`config.mk`:
```
export PLATFORM = sky130hd
export DESIGN_NAME = cdb_arbiter
export DESIGN_NICKNAME = d
export VERILOG_FILES = /design/src/logic/ooo_pkg.sv /design/src/logic/cdb_arbiter.sv
export SDC_FILE = /design/constraint.sdc
export NUM_CORES = 1
export LEC_CHECK = 0
export BUFFER_PORTS_ARGS = -buffer_cell sky130_fd_sc_hd__buf_4
export CAP_MARGIN = 20
export CORE_MARGIN = 4
export CORE_UTILIZATION = 43
export DETAILED_ROUTE_END_ITERATION = 8
export HOLD_SLACK_MARGIN = 0.12
export PLACE_DENSITY = 0.87
export SETUP_SLACK_MARGIN = 0.3
export SYNTH_ARGS = -nofsm -noshare
export SYNTH_HDL_FRONTEND = slang
export SYNTH_SLANG_ARGS = --single-unit
```
`constraint.sdc`:
```
create_clock -name clk -period 2.6 [get_ports clk]
set_input_delay 0.52 -clock clk [delete_from_list [all_inputs] [get_ports clk]]
set_output_delay 0.52 -clock clk [all_outputs]
set_load 0.1 [all_outputs]
```
`src/logic/ooo_pkg.sv`:
```
package ooo_pkg;

    localparam int XLEN       = 32;
    localparam int REG_ADDR_W = 5;    // x0..x31

    typedef enum logic [2:0] {
        OP_ADD = 3'd0,
        OP_SUB = 3'd1,
        OP_AND = 3'd2,
        OP_OR  = 3'd3,
        OP_XOR = 3'd4,
        OP_SLL = 3'd5,
        OP_SRL = 3'd6,
        OP_SLT = 3'd7
    } alu_op_e;

    function automatic logic [XLEN-1:0] alu_eval(
        input alu_op_e         op,
        input logic [XLEN-1:0] a,
        input logic [XLEN-1:0] b
    );
        logic [XLEN-1:0] res;
        logic            lt;
        lt = $signed(a) < $signed(b);
        case (op)
            OP_ADD:  res = a + b;
            OP_SUB:  res = a - b;
            OP_AND:  res = a & b;
            OP_OR:   res = a | b;
            OP_XOR:  res = a ^ b;
            OP_SLL:  res = a << b[4:0];    // shamt from low bits only
            OP_SRL:  res = a >> b[4:0];
            OP_SLT:  res = {{(XLEN-1){1'b0}}, lt};
            default: res = '0;
        endcase
        return res;
    endfunction

endpackage

```
`src/logic/cdb_arbiter.sv`:
```
`timescale 1ns/1ps

module cdb_arbiter #(
    parameter int  NUM_STATIONS = 4,
    localparam int TAG_W        = $clog2(NUM_STATIONS)
) (
    input  logic                                   clk,
    input  logic                                   rst_n,
    input  logic [NUM_STATIONS-1:0]                ready,
    input  logic [NUM_STATIONS*ooo_pkg::XLEN-1:0]  result,
    output logic [NUM_STATIONS-1:0]                grant,
    output logic                                   cdb_valid,
    output logic [TAG_W-1:0]                       cdb_tag,
    output logic [ooo_pkg::XLEN-1:0]               cdb_data
);

    logic [TAG_W-1:0] win_tag;
    logic             win_valid;

    // fixed priority, lowest index wins
    always_comb begin
        win_tag   = '0;
        win_valid = 1'b0;
        for (int i = NUM_STATIONS - 1; i >= 0; i--) begin
            if (ready[i]) begin
                win_tag   = TAG_W'(i);
                win_valid = 1'b1;
            end
        end
    end

    always_comb begin
        grant = '0;
        if (win_valid) begin
            grant[win_tag] = 1'b1;
        end
    end

    always_ff @(posedge clk or negedge rst_n) begin
        if (!rst_n) begin
            cdb_valid <= 1'b0;
        end else begin
            cdb_valid <= win_valid;
        end
    end

    always_ff @(posedge clk) begin
        if (win_valid) begin
            cdb_tag  <= win_tag;
            cdb_data <= result[win_tag*ooo_pkg::XLEN +: ooo_pkg::XLEN];
        end
    end

endmodule

```
# --- After elaboration in Yosys (flattened, before gate mapping) ---
# Index checks and enable logic that the tools add are counted.
totals:
  regBits: 35
  latchBits: 0
  ramBits: 0
  rom_bits: 0
  input_bits: 134
  out_inout_bits: 39
  wordCells: 18
  memories: 0
classes:
  add_sub_neg: 0
  mul: 0
  n_div: 0
  magnitude_cmp: 2
  eq_ne: 0
  shift: 1
  muxes: 11
  bitwise: 0
  reduce_logical: 1
op_table:
  columns: ["cell", "count"]
  rows:
  - ["128-bit by 8-bit indexed part select with 32-bit output", 1]
  - ["2-bit 2-to-1 mux", 4]
  - ["1-bit 2-to-1 mux", 5]
  - ["4-bit 2-to-1 mux", 1]
  - ["2-bit by 3-bit < comparator with 1-bit output (second input constant)", 1]
  - ["1-bit demux with 2-bit select", 1]
  - ["2-bit by 1-bit >= comparator with 1-bit output (second input constant)", 1]
  - ["1-bit logical AND", 1]

# --- Longest topological paths before layout ---
logic_depth:
  ltp_word: 9
  depth_mapped: 6
  mapped_depth_nobuf: 3

# --- Least setup slack after synthesis ---
# No wires, ideal clock.
synth_path:
  path_kind: "input to output"
  startpoint: "input ready[1]"
  endpoint: "output grant[1]"
  arrival_ps: 2378
  slack_ps: -298
  cell_stages: 4
  path_cell_list: "buf_2 buf_2 buf_2 nor2b_1"
synth_via:
  elab_chain_len: 7
synth_lines:
  columns: ["item", "line", "source"]
  rows:
  - ["start, declared", "cdb_arbiter.sv:9", "input logic [NUM_STATIONS-1:0] ready,"]
  - ["2-bit 2-to-1 mux (2 in a row)", "cdb_arbiter.sv:25", "if (ready[i]) begin"]
  - ["2-bit by 3-bit < comparator with 1-bit output (implied by the code) / 2-bit by 1-bit >= comparator with 1-bit output (equally long branches)", "cdb_arbiter.sv:35", "grant[win_tag] = 1'b1;"]
  - ["1-bit logical AND (implied by the code)", "cdb_arbiter.sv:35", null]
  - ["1-bit 2-to-1 mux (implied by the code)", "cdb_arbiter.sv:35", null]
  - ["1-bit demux with 2-bit select", "cdb_arbiter.sv:35", null]
  - ["4-bit 2-to-1 mux *", "cdb_arbiter.sv:34", "if (win_valid) begin"]
  - ["end, declared", "cdb_arbiter.sv:11", "output logic [NUM_STATIONS-1:0] grant,"]
# Every way passes the cells marked *; elsewhere a longest branch is shown, timed or not.

# --- Worst setup path in the final report ---
layout_path:
  startpoint: "input ready[2]"
  endpoint: "output grant[3]"
layout_via:
  elab_chain_len: 8
layout_lines:
  columns: ["item", "line"]
  rows:
  - ["2-bit 2-to-1 mux (3 in a row)", "cdb_arbiter.sv:25"]
  - ["2-bit by 3-bit < comparator with 1-bit output (implied by the code) / 2-bit by 1-bit >= comparator with 1-bit output (equally long branches)", "cdb_arbiter.sv:35"]
  - ["1-bit logical AND (implied by the code)", "cdb_arbiter.sv:35"]
  - ["1-bit 2-to-1 mux (implied by the code)", "cdb_arbiter.sv:35"]
  - ["1-bit demux with 2-bit select", "cdb_arbiter.sv:35"]
  - ["4-bit 2-to-1 mux *", "cdb_arbiter.sv:34"]
# Marked as above.

==> results.md <==
* Status: finished clean
* Postcts setup bufs at 0
* Per-cell routed wire length at approximately 16 um
* Slowest stage delay, CP at ~0.28 ns
* Remaining DRCs at 0
* First-pass iteration count of the detailed router at 4
* Layout area overhead at 62.2%
* Relative slew slack at 73.6%
* Register area share after synthesis at between 40% and 50%
* CP max-delay cell: buf_4
* Actual slew at the worst max-slew pin at about 0.40 ns
* Most frequent CP cell: buf_4
* Net Count, Synth at about 330
* Critical path type: in -> out
* Fin crit share at between 80 and 90%
* 1st-iter DRT viols at 85
* Netlist Area Pre-Place at roughly 2200 um^2
* Worst Path Arrival at about 1.6 ns
* Reg power frac at about 36%
* FILL cells at 384
* H-tree levels at 2
* Switching Share at 41.5%
* Setup violators final at 0
* Vias in the first global route at ~2300
* Post-synthesis cell count at 200
* Min cycle time layout at about 2.1 ns
* I/O Buffers at around 170
* Clock tree buffer depth at 2
* CTS buffer count at 5
* Clock Sink Count at 35
* Antenna diodes at 0
* Dpl hpwl at ~5.4 mm
* Synth cell types at 17
* Drt total wl at 6.87 mm
* Syn_area_per_cell at roughly 11 um^2
* CTS tree: yes
* First-pass GRT wire length at 10.5 mm
* Initial antenna violation count at 0
* Layout cell share with drive strength beyond 1 at around half
* Die Span Y at approximately 80 um
* Final hold vios at 0
* # nets final at about 500
* CTS root buf: clkbuf_8
* Min-Delay Path Depth at 2
* Fin. max-slew vios at 0
* GPL Wtd Cong at about 0.76
* Multi-input gate area at roughly 830 um^2
* Comb pwr share at 46.1%
* Die area at ~6200 um^2
* Synthesis warning total at 0
* Hold Buf Count CTS at 1
* Register area at between 1000 and 1500 um^2
* Vias per cell at between 5 and 6
* FF+latch count, synth at 35
* Ports at 173
* Hold Crit Start: result[22]
* P_sw at 823 uW
* Grt total ovfl at 0
* Synth top area cells: edfxtp_1 (47%), a221o_1 (15%), a22o_1 (13%), a21oi_1 (7.4%), inv_1 (5.6%)
* PwrDens at between 500 and 600 nW/um^2
* Worst setup startpoint: ready[2]
* Int Pwr at 1.16 mW
* Pre-CTS setup slack at about 0.5 ns
* RSZ-0062 raised after global routing: false
* Maxcap violations at 0
* Critical Path Start Type: input port
* Crit-path cells: buf_4 > nor2b_2 > buf_4 > and2_2 > buf_4
* Post-CTS sizing at 0
* Worst Hold Class: in -> reg
* Synth top area share at 47.2%
* Total track usage at 21.7%
* Initial Utilization at a little under half
* Final worst slack at about 0.50 ns
* Crit-path max FO at 36
* Clock Power Share at between 15 and 20%
* Setup TNS at 0 ns
* Worst Path Required at between 2 and 2.5 ns
* Clock transition at path regs at about 0.07 ns
* Pleak at ~1.7 nW
* CP Capture Type: output port
* Largest net degree at the start of global routing at 39
* Die Span X at ~79 um
* Final ANT Viol Nets at 0
* Highest Clock Rate at ~480 MHz
* Via count at around 2300
* Rows at 25
* Core Area at about 4800 um^2
* Yosys top cell by area: edfxtp_1
* Worst VDD drop at approximately 270 uV
registers in the layout, indices dropped and copies added, names as in the netlist:
| signal | flops |
|---|---|
| cdb_valid | 1 |
| cdb_data | 32 |
| cdb_tag | 2 |
layout make-up:
| cell class | instances | area share (%) |
|---|---|---|
| Inverter | 32 | 3.43 |
| Multi-Input combinational cell | 108 | 23.6 |
| Sequential cell | 35 | 29.8 |
| Tap cell | 67 | 2.39 |
| Clock inverter | 2 | 0.214 |
| Clock buffer | 6 | 2.07 |
| Timing Repair Buffer | 179 | 38.4 |
layout by cell type, fill, tap and decap left out, drive strengths merged:
cell / n
a22o: 32
nor3: 2
buf: 178
nor2b: 2
or2: 1
dfrtp: 1
nor2: 4
clkbuf: 6
edfxtp: 34
inv: 32
nand2: 1
clkinv: 2
and2: 2
a221o: 32
dlygate4sd3: 1
a21oi: 32
critical path, delay by kind of cell:
family,cells,cell delay [ns]
AND/OR/NAND/NOR,2,0.33
buffers and inverters,3,0.73
power groups by stage:
stage	Combinational, mW	Clock, mW	Sequential, mW
detailed placement	0.917	0	0.720
finish	0.914	0.362	0.707
CTS	0.919	0.373	0.708
global route	0.951	0.393	0.714
floorplan	0.187	0	1.18
global placement	0.907	0	0.718
worst paths after layout:
| check | to | slack (ns) |
|---|---|---|
| max | grant[3] | 0.50 |
| min | cdb_data[22] | 0.53 |
| max in group asynchronous | cdb_valid | 1.95 |
| min in group asynchronous | cdb_valid | 0.57 |
metal layers:
layer,GRT usage (%),vias up,routed length (um)
met5,0,-,0
met4,7.04,0,84
met3,4.54,7,665
met2,41.1,116,3770
met1,24.0,1039,2350
li1,-,1094,-
per-stage QoR:
step | std cells | hold WS [ns] | util (%) | power, mW | cell area [um^2]
2_1_floorplan | 200 | 0.224 | - | 1.37 | 2170
3_5_place_dp | 420 | 0.298 | 71.3 | 1.64 | 3410
3_3_place_gp | 420 | 0.296 | 71.3 | 1.63 | 3410
4_1_cts | 429 | 0.520 | 73.2 | 2.00 | 3500
5_1_grt | 429 | 0.521 | 73.2 | 2.06 | 3500
6_report | 429 | 0.533 | 73.2 | 1.98 | 3500
kinds of logic (layout without fill, tap and decap cells):
family,after synthesis,count (layout),share of synthesized area (%)
AOI/OAI and AO/OA,96,96,35.2
buffers and inverters,57,219,13.5
DFF,35,35,48.4
and+or+nand+nor,12,12,2.90
Yosys cell counts:
cell / instances
edfxtp_1: 34
a21oi_1: 32
a221o_1: 32
a22o_1: 32
inv_1: 32
buf_6: 9
buf_2: 8
clkbuf_1: 7
nor2_1: 4
and2_1: 2
nor3_1: 2
buf_1: 1
dfrtp_1: 1
nand2_1: 1
nor2b_1: 1
nor2b_2: 1
or2_1: 1
No activity file was read; power rests on OpenSTA's default activity.
