<file path="src/logic/ooo_pkg.sv">
package ooo_pkg;

    localparam int XLEN       = 32;
    localparam int REG_ADDR_W = 5;    // x0..x31

    typedef enum logic [2:0] {
        OP_ADD = 3'd0,
        OP_SUB = 3'd1,
        OP_AND = 3'd2,
        OP_OR  = 3'd3,
        OP_XOR = 3'd4,
        OP_SLL = 3'd5,
        OP_SRL = 3'd6,
        OP_SLT = 3'd7
    } alu_op_e;

    function automatic logic [XLEN-1:0] alu_eval(
        input alu_op_e         op,
        input logic [XLEN-1:0] a,
        input logic [XLEN-1:0] b
    );
        logic [XLEN-1:0] res;
        logic            lt;
        lt = $signed(a) < $signed(b);
        case (op)
            OP_ADD:  res = a + b;
            OP_SUB:  res = a - b;
            OP_AND:  res = a & b;
            OP_OR:   res = a | b;
            OP_XOR:  res = a ^ b;
            OP_SLL:  res = a << b[4:0];    // shamt from low bits only
            OP_SRL:  res = a >> b[4:0];
            OP_SLT:  res = {{(XLEN-1){1'b0}}, lt};
            default: res = '0;
        endcase
        return res;
    endfunction

endpackage

</file>
<file path="src/logic/reservation_station.sv">
`timescale 1ns/1ps

module reservation_station #(
    parameter int TAG_W      = 2,
    parameter int STATION_ID = 0
) (
    input  logic                     clk,
    input  logic                     rst_n,
    input  logic                     load,
    input  ooo_pkg::alu_op_e         op,
    input  logic [ooo_pkg::XLEN-1:0] a,
    input  logic                     a_pending,
    input  logic [TAG_W-1:0]         a_tag,
    input  logic [ooo_pkg::XLEN-1:0] b,
    input  logic                     b_pending,
    input  logic [TAG_W-1:0]         b_tag,
    input  logic                     cdb_valid,
    input  logic [TAG_W-1:0]         cdb_tag,
    input  logic [ooo_pkg::XLEN-1:0] cdb_data,
    input  logic                     grant,
    output logic                     busy,
    output logic                     ready,
    output logic [ooo_pkg::XLEN-1:0] result
);

    ooo_pkg::alu_op_e         op_q;
    logic [ooo_pkg::XLEN-1:0] a_q;
    logic [ooo_pkg::XLEN-1:0] b_q;
    logic [TAG_W-1:0]         a_tag_q;
    logic [TAG_W-1:0]         b_tag_q;
    logic                     a_wait;
    logic                     b_wait;
    logic                     a_wake;
    logic                     b_wake;

    // snoop the bus for pending operands
    assign a_wake = busy && a_wait && cdb_valid && cdb_tag == a_tag_q;
    assign b_wake = busy && b_wait && cdb_valid && cdb_tag == b_tag_q;

    always_ff @(posedge clk or negedge rst_n) begin
        if (!rst_n) begin
            busy   <= 1'b0;
            a_wait <= 1'b0;
            b_wait <= 1'b0;
        end else if (load) begin
            busy   <= 1'b1;
            a_wait <= a_pending;
            b_wait <= b_pending;
        end else begin
            if (grant) begin
                busy <= 1'b0;    // result goes onto the bus at this edge
            end
            if (a_wake) begin
                a_wait <= 1'b0;
            end
            if (b_wake) begin
                b_wait <= 1'b0;
            end
        end
    end

    always_ff @(posedge clk) begin
        if (load) begin
            op_q    <= op;
            a_q     <= a;
            b_q     <= b;
            a_tag_q <= a_tag;
            b_tag_q <= b_tag;
        end else begin
            if (a_wake) begin
                a_q <= cdb_data;
            end
            if (b_wake) begin
                b_q <= cdb_data;
            end
        end
    end

    assign ready  = busy && !a_wait && !b_wait;
    assign result = ooo_pkg::alu_eval(op_q, a_q, b_q);

endmodule

</file>
<file path="config.mk">
export PLATFORM = sky130hd
export DESIGN_NAME = reservation_station
export DESIGN_NICKNAME = d
export VERILOG_FILES = /design/src/logic/ooo_pkg.sv /design/src/logic/reservation_station.sv
export SDC_FILE = /design/constraint.sdc
export NUM_CORES = 1
export LEC_CHECK = 0
export ABC_CLOCK_PERIOD_IN_PS = 4900
export BUFFER_PORTS_ARGS = -buffer_cell sky130_fd_sc_hd__buf_2
export CELL_PAD_IN_SITES_DETAIL_PLACEMENT = 0
export CELL_PAD_IN_SITES_GLOBAL_PLACEMENT = 1
export CORE_MARGIN = 3
export CORE_UTILIZATION = 44
export CTS_CLUSTER_DIAMETER = 40
export DETAILED_ROUTE_END_ITERATION = 6
export PLACE_DENSITY = 0.84
export SLEW_MARGIN = 20
export SYNTH_ARGS = -nofsm -noshare
export SYNTH_HDL_FRONTEND = slang
export SYNTH_SLANG_ARGS = --single-unit
</file>
<file path="constraint.sdc">
create_clock -name clk -period 4.9 [get_ports clk]
set_input_delay 0.245 -clock clk [delete_from_list [all_inputs] [get_ports clk]]
set_output_delay 0.245 -clock clk [all_outputs]
set_load 0.1 [all_outputs]
</file>
### Yosys cells after proc, flatten, opt, wreduce, memory -nomap -nowiden

Cells that the tools add are included.

| word-level totals | value |
|---|---|
| bits in registers | 74 |
| input bits | 112 |
| output and inout port bits | 34 |
| word-level logic and storage cells | 50 |

| operators by class | value |
|---|---|
| $add $sub $neg | 2 |
| $lt $le $gt $ge | 1 |
| equal/unequal tests | 9 |
| shift-type cells | 2 |
| multiplexer cells | 11 |
| bitwise gates (word level) | 3 |
| reduce and logical (&&, ||, !) cells | 14 |

Operator list:

| kind | number |
|---|---|
| 32-bit case mux with 8 select lines | 1 |
| 32-bit 2-to-1 mux | 4 |
| 32-bit adder | 1 |
| 32-bit AND | 1 |
| 32-bit less-than comparator | 1 |
| 32-bit OR | 1 |
| 32-bit by 5-bit << shifter with 32-bit output | 1 |
| 32-bit by 5-bit right shift with 32-bit output | 1 |
| 32-bit subtractor | 1 |
| 32-bit XOR | 1 |
| 3-bit equality test, second input constant | 4 |
| 1-bit logical AND | 8 |
| 3-bit by 2-bit equality test with 1-bit output, second input constant | 2 |
| 1-bit 2-to-1 mux | 6 |
| 2-bit nonzero test | 3 |
| 2-bit equality test | 2 |
| 3-bit by 1-bit equality test with 1-bit output, second input constant | 1 |
| 3-bit zero test | 1 |
| 1-bit zero test | 2 |

### Depth between registers and ports, before layout

| logic depth | value |
|---|---|
| depth in word-level cells | 5 |
| depth in mapped cells | 15 |
| mapped depth without buffers | 12 |

### Worst setup path before layout

Ideal clock, no wire load.

| timing path | value |
|---|---|
| path kind | reg2out |
| from | reg b_q[2] (netlist bit) |
| to | out result[14] (netlist bit) |
| data arrival time | 6,179 ps |
| data required time | 4,655 ps |
| setup slack | -1,524 ps |
| cell stages (with the launch flop) | 12 |
| path buffers | 3 |
| cell sequence | edfxtp_1 -> inv_2 -> buf_1 -> buf_1 -> ha_1 -> buf_4 -> o21bai_1 -> o2111ai_1 -> a31oi_1 -> a211o_1 -> a21o_2 -> o311ai_0 |

| between the ends | value |
|---|---|
| longest elaborated chain between the ends | 2 |
| elaborated cells on any way between the ends | 5 |
| those cells by class | 2 x add/sub; 2 x shift; 1 x mux |

Ends and longest elaborated chain:

| element | RTL line | source |
|---|---|---|
| from (decl) | reservation_station.sv:28 | `logic [ooo_pkg::XLEN-1:0] b_q;` |
| from (signal assigned) | reservation_station.sv:74 | `b_q <= cdb_data;` |
| 32-bit subtractor, or another cell as far along | ooo_pkg.sv:27 | `OP_SUB: res = a - b;` |
| 32-bit case mux with 8 select lines (*) | ooo_pkg.sv:25 | `case (op)` |
| to (decl) | reservation_station.sv:23 | `output logic [ooo_pkg::XLEN-1:0] result` |

Every way passes the cells marked *; elsewhere a longest branch is shown, timed or not.

### Final worst setup path

| timing path | value |
|---|---|
| from | reg b_q[0] (netlist bit) |
| to | out result[6] (netlist bit) |

Same word-level chain as after synthesis.

==> impl_metrics.yaml <==
grt:
  grt_pass1_vias: 10930
  grt_remaining_overflow: 0
  gr-usage-all-layers: 0.3363
  antenna_found_initial: 0
  grt_first_pass_wirelength_um: 67680
  grt_start_max_net_pins: 91
setup_path:
  critPathCapture: "result[6]"
  setup.worst_path.class: "register to primary output"
  timing.rr.start: "a_tag_q[0]"
  reg2reg_to: "a_q[29]"
  path_max_fanout: 90
  worstSetupStartpointType: "register"
  critPathCaptureType: "primary output"
  cp_data_required_time_ns: 4.66
  worst_r2r_path_depth: 3
  r2r_setup_slack_ns: 3.34
  cp.arrival_ns: 4.21
  startpoint_of_the_worst_setup_timing_path: "b_q[0]"
drt:
  drc: 3
  ant_nets_after_route: 0
  post_dr_wirelength_cell_um: 23.98
  drt_iter0_drc: 1687
  dr.pass1.iters: 7
  totalWireLength_um: 45640
  num_vias: 11840
  routed_via_density: 6.222
power:
  power_leakage_uw: 0.005630
  power_frac_comb: 0.604
  net_sw_frac: 0.5013
  total_switching_power_uw: 1930
  share_of_total_power_in_sequential_cells: 0.219
  power.share.clock: 0.178
  internal_power_uw: 1920
  pwr_density_cell_nw_per_um2: 305.1
  maximum_vdd_drop_v: 0.0002169
synthesis:
  synth_area_leader_cell: "sky130_fd_sc_hd__edfxtp_1"
  post_synth_num_cell_types: 76
  synth_flop_cell: "sky130_fd_sc_hd__edfxtp_1"
  async_reset_ff_frac: 0.04054
  synthMuxAreaShare: 0.09427
  synth-seq-area-share: 0.2021
  synth_largest_type_area_fraction: 0.1952
  synthAdderAreaFrac: 0.1148
  yosys.area_share.xor_xnor: 0.02245
  post_synth_main_area_contributors: "sky130_fd_sc_hd__edfxtp_1, sky130_fd_sc_hd__ha_1, sky130_fd_sc_hd__nand2_1"
  synth-compound-area-share: 0.2824
  post_synth.cell_area_avg_um2: 7.390
  dominant_combinational_cell_family_by_area_after_synthesis: "compound AO/OA/AOI/OAI gates"
  synthCells: 1478
  yosysWarningCount: 0
  number_of_enable_flip_flop_cells_after_synthesis: 71
  netlist_area_um2: 10920
  ys_seq_elements: 74
  synthSimpleGateAreaFrac: 0.2058
  synthesis.nets: 1689
placement:
  placed_cell_area_um2: 12310
  placed_cells_incl_taps: 1886
  dpl.hpwl_um: 36000
  globalplace.congestion: 1.015
  portBuffers: 145
  place_ws_ns: 0.8896
sta:
  setup_slack_ns: 0.4478
  period_needed_ns: 4.452
  relSlewSlack: 0.3189
  final.setup_skew_ns: 0.008665
  timing.final.crit_share: 0.9086
  worst_slew_pin_slew_ns: 1.011
  setup_viol_count_final: 0
  grt_setup_unrepaired: "false"
  maxClockFrequency_mhz: 224.6
  report.final.slew_viol_count: 0
  hold_slack_ns: 0.06893
  timing.final.hold_violations: 0
cts:
  cts.repair_timing.setup_buffer_count: 0
  cts_buffers: 9
  clockBufferDepth: 2
  cts.sinks: 74
  postCtsResizedCells: 0
  clkLatencyLatePin_ns: 0.35
  cts_tree: "yes"
  cts.hold.buffers_added: 1
  path_clk_slew_ns: 0.06
  ctsHtreeMaxLevel: 3
  cts_root_buffer: "sky130_fd_sc_hd__clkbuf_16"
finish:
  post_route_cells_drive_above_1_share: 0.1596
  count_of_non_filler_cells_in_the_finished_layout: 1903
  nets: 1785
  synth_to_layout_area_growth_pct: 15.54
  num_antenna_cells: 0
  postLayoutCellArea_um2: 12620
floorplan:
  die_h_um: 163.6
  fp.dieW_um: 163.6
  start_util: 0.4478
  placeable_core_region_um2: 24390
  rows: 57
  die_area_um2: 26750
  num_io_pins: 146
hold_path:
  timing.hold.worst.class: "input pin to register"
  hp-start: "b_tag[0]"
flow_run:
  maxCapViolations: 0
status:
  violations: "DRC"
  run_status: "finished with violations"
[cells in the final DEF (no fill, tap or decap), drive strengths merged, types with 4 or more instances in the layout]
master and count:
nand2 238, buf 183, a21oi 147, nor2 123, inv 111, o21ai 108
ha 97, edfxtp 71, mux2i 50, nand2b 50, nand3 25, xnor2 25
nor3 25, a211oi 23, o211ai 21, a222oi 19, mux2 17, a31oi 17
a21o 17, nor2b 15, mux4 15, a221oi 15, nand4 11, a22oi 11
o22ai 10, o31ai 10, clkbuf 9, o2111ai 9, o21bai 8, a211o 8
a21boi 6, nor4 6, and2 5, o31a 5, a2111oi 5, and3 5
o21a 4
[routing by layer]
| layer | share of wire | GRT usage |
|---|---|---|
| met1 | 0.44 | 0.4916 |
| met2 | 0.42 | 0.4829 |
| met3 | 0.12 | 0.09612 |
| met4 | 0.026 | 0.09073 |
| met5 | 0 | 0 |
[per-stage QoR]
| stage | utilization | total power [uW] | TNS [ns] |
|---|---|---|---|
| after floorplan | - | 2359 | -0.1933 |
| after global placement | 0.5047 | 3124 | 0 |
| after detailed placement | 0.5047 | 3117 | 0 |
| after CTS | 0.5174 | 3804 | 0 |
| after global routing | 0.5174 | 4013 | 0 |
| final | 0.5174 | 3850 | 0 |
[synth_stat cells (3+ instances only)]
cell                        number
sky130_fd_sc_hd__a2111oi_0       4
sky130_fd_sc_hd__a211o_1         8
sky130_fd_sc_hd__a211oi_1       22
sky130_fd_sc_hd__a21boi_0        6
sky130_fd_sc_hd__a21o_1         15
sky130_fd_sc_hd__a21oi_1       146
sky130_fd_sc_hd__a221oi_1       15
sky130_fd_sc_hd__a222oi_1       19
sky130_fd_sc_hd__a22oi_1        11
sky130_fd_sc_hd__a31oi_1        17
sky130_fd_sc_hd__a32oi_1         3
sky130_fd_sc_hd__and2_1          5
sky130_fd_sc_hd__and3_1          3
sky130_fd_sc_hd__buf_1          19
sky130_fd_sc_hd__buf_2          17
sky130_fd_sc_hd__buf_4          14
sky130_fd_sc_hd__clkbuf_1       49
sky130_fd_sc_hd__dfrtp_1         3
sky130_fd_sc_hd__edfxtp_1       71
sky130_fd_sc_hd__ha_1           97
sky130_fd_sc_hd__inv_1         105
sky130_fd_sc_hd__mux2_2         17
sky130_fd_sc_hd__mux2i_1        50
sky130_fd_sc_hd__mux4_2         15
sky130_fd_sc_hd__nand2_1       238
sky130_fd_sc_hd__nand2b_1       50
sky130_fd_sc_hd__nand3_1        25
sky130_fd_sc_hd__nand3b_1        3
sky130_fd_sc_hd__nand4_1        11
sky130_fd_sc_hd__nor2_1        123
sky130_fd_sc_hd__nor2b_1        15
sky130_fd_sc_hd__nor3_1         25
sky130_fd_sc_hd__nor4_1          6
sky130_fd_sc_hd__o2111ai_1       9
sky130_fd_sc_hd__o211ai_1       21
sky130_fd_sc_hd__o21a_1          4
sky130_fd_sc_hd__o21ai_0       107
sky130_fd_sc_hd__o21bai_1        8
sky130_fd_sc_hd__o22a_1          3
sky130_fd_sc_hd__o22ai_1        10
sky130_fd_sc_hd__o31a_1          5
sky130_fd_sc_hd__o31ai_1        10
sky130_fd_sc_hd__xnor2_1        25
sky130_fd_sc_hd__xor2_1          3
[power by group through the flow]
| stage | registers [uW] | clock network [uW] | logic, uW |
|---|---|---|---|
| after floorplan | 811 | 0 | 1550 |
| after global placement | 846 | 0 | 2280 |
| after detailed placement | 849 | 0 | 2270 |
| after CTS | 836 | 691 | 2280 |
| after global routing | 845 | 714 | 2450 |
| final | 842 | 684 | 2320 |
[worst max-delay path: stages (launching register included)]
cell and delay (ns):
sky130_fd_sc_hd__edfxtp_1 0.49, sky130_fd_sc_hd__buf_12 0.27, sky130_fd_sc_hd__inv_1 0.35, sky130_fd_sc_hd__ha_1 0.40, sky130_fd_sc_hd__mux2i_1 0.27, sky130_fd_sc_hd__o21ai_0 0.75
sky130_fd_sc_hd__a221oi_1 0.17, sky130_fd_sc_hd__nand2_1 0.22, sky130_fd_sc_hd__o21ai_0 0.13, sky130_fd_sc_hd__a221oi_2 0.29, sky130_fd_sc_hd__buf_2 0.47
[state kept, by name, indices dropped and copies added (netlist names)]
signal	count
a_wait	1
busy	1
b_wait	1
a_tag_q	2
b_q	32
a_q	32
op_q	3
b_tag_q	2
[cells by family after synthesis]
kind of cell               after synthesis
DFF                                     74
muxes                                   82
buffers and inverters                  208
xor gates and xnor gates                28
adders and majority gates               99
AOI/OAI and AO/OA                      475
and+or+nand+nor                        512
[how the worst min path moves through the flow]
stage	slack, ns	end	cells after the start
global placement	0.04	busy	1
detailed placement	0.04	busy	1
finish	0.07	b_tag_q[0]	1
global route	0.07	b_tag_q[0]	1
floorplan	-0.05	a_wait	0
CTS	0.07	b_tag_q[0]	1
[cell type report]
type	instances	area [um^2]
Timing Repair Buffer	184	1409
Tap cell	324	405.4
Clock inverter	7	76.32
Fill cell	2405	11770
Sequential cell	74	2207
Inverter	109	409.1
Multi-Input combinational cell	1196	7889
Clock buffer	9	225.2
No activity file was read; power rests on OpenSTA's default activity.
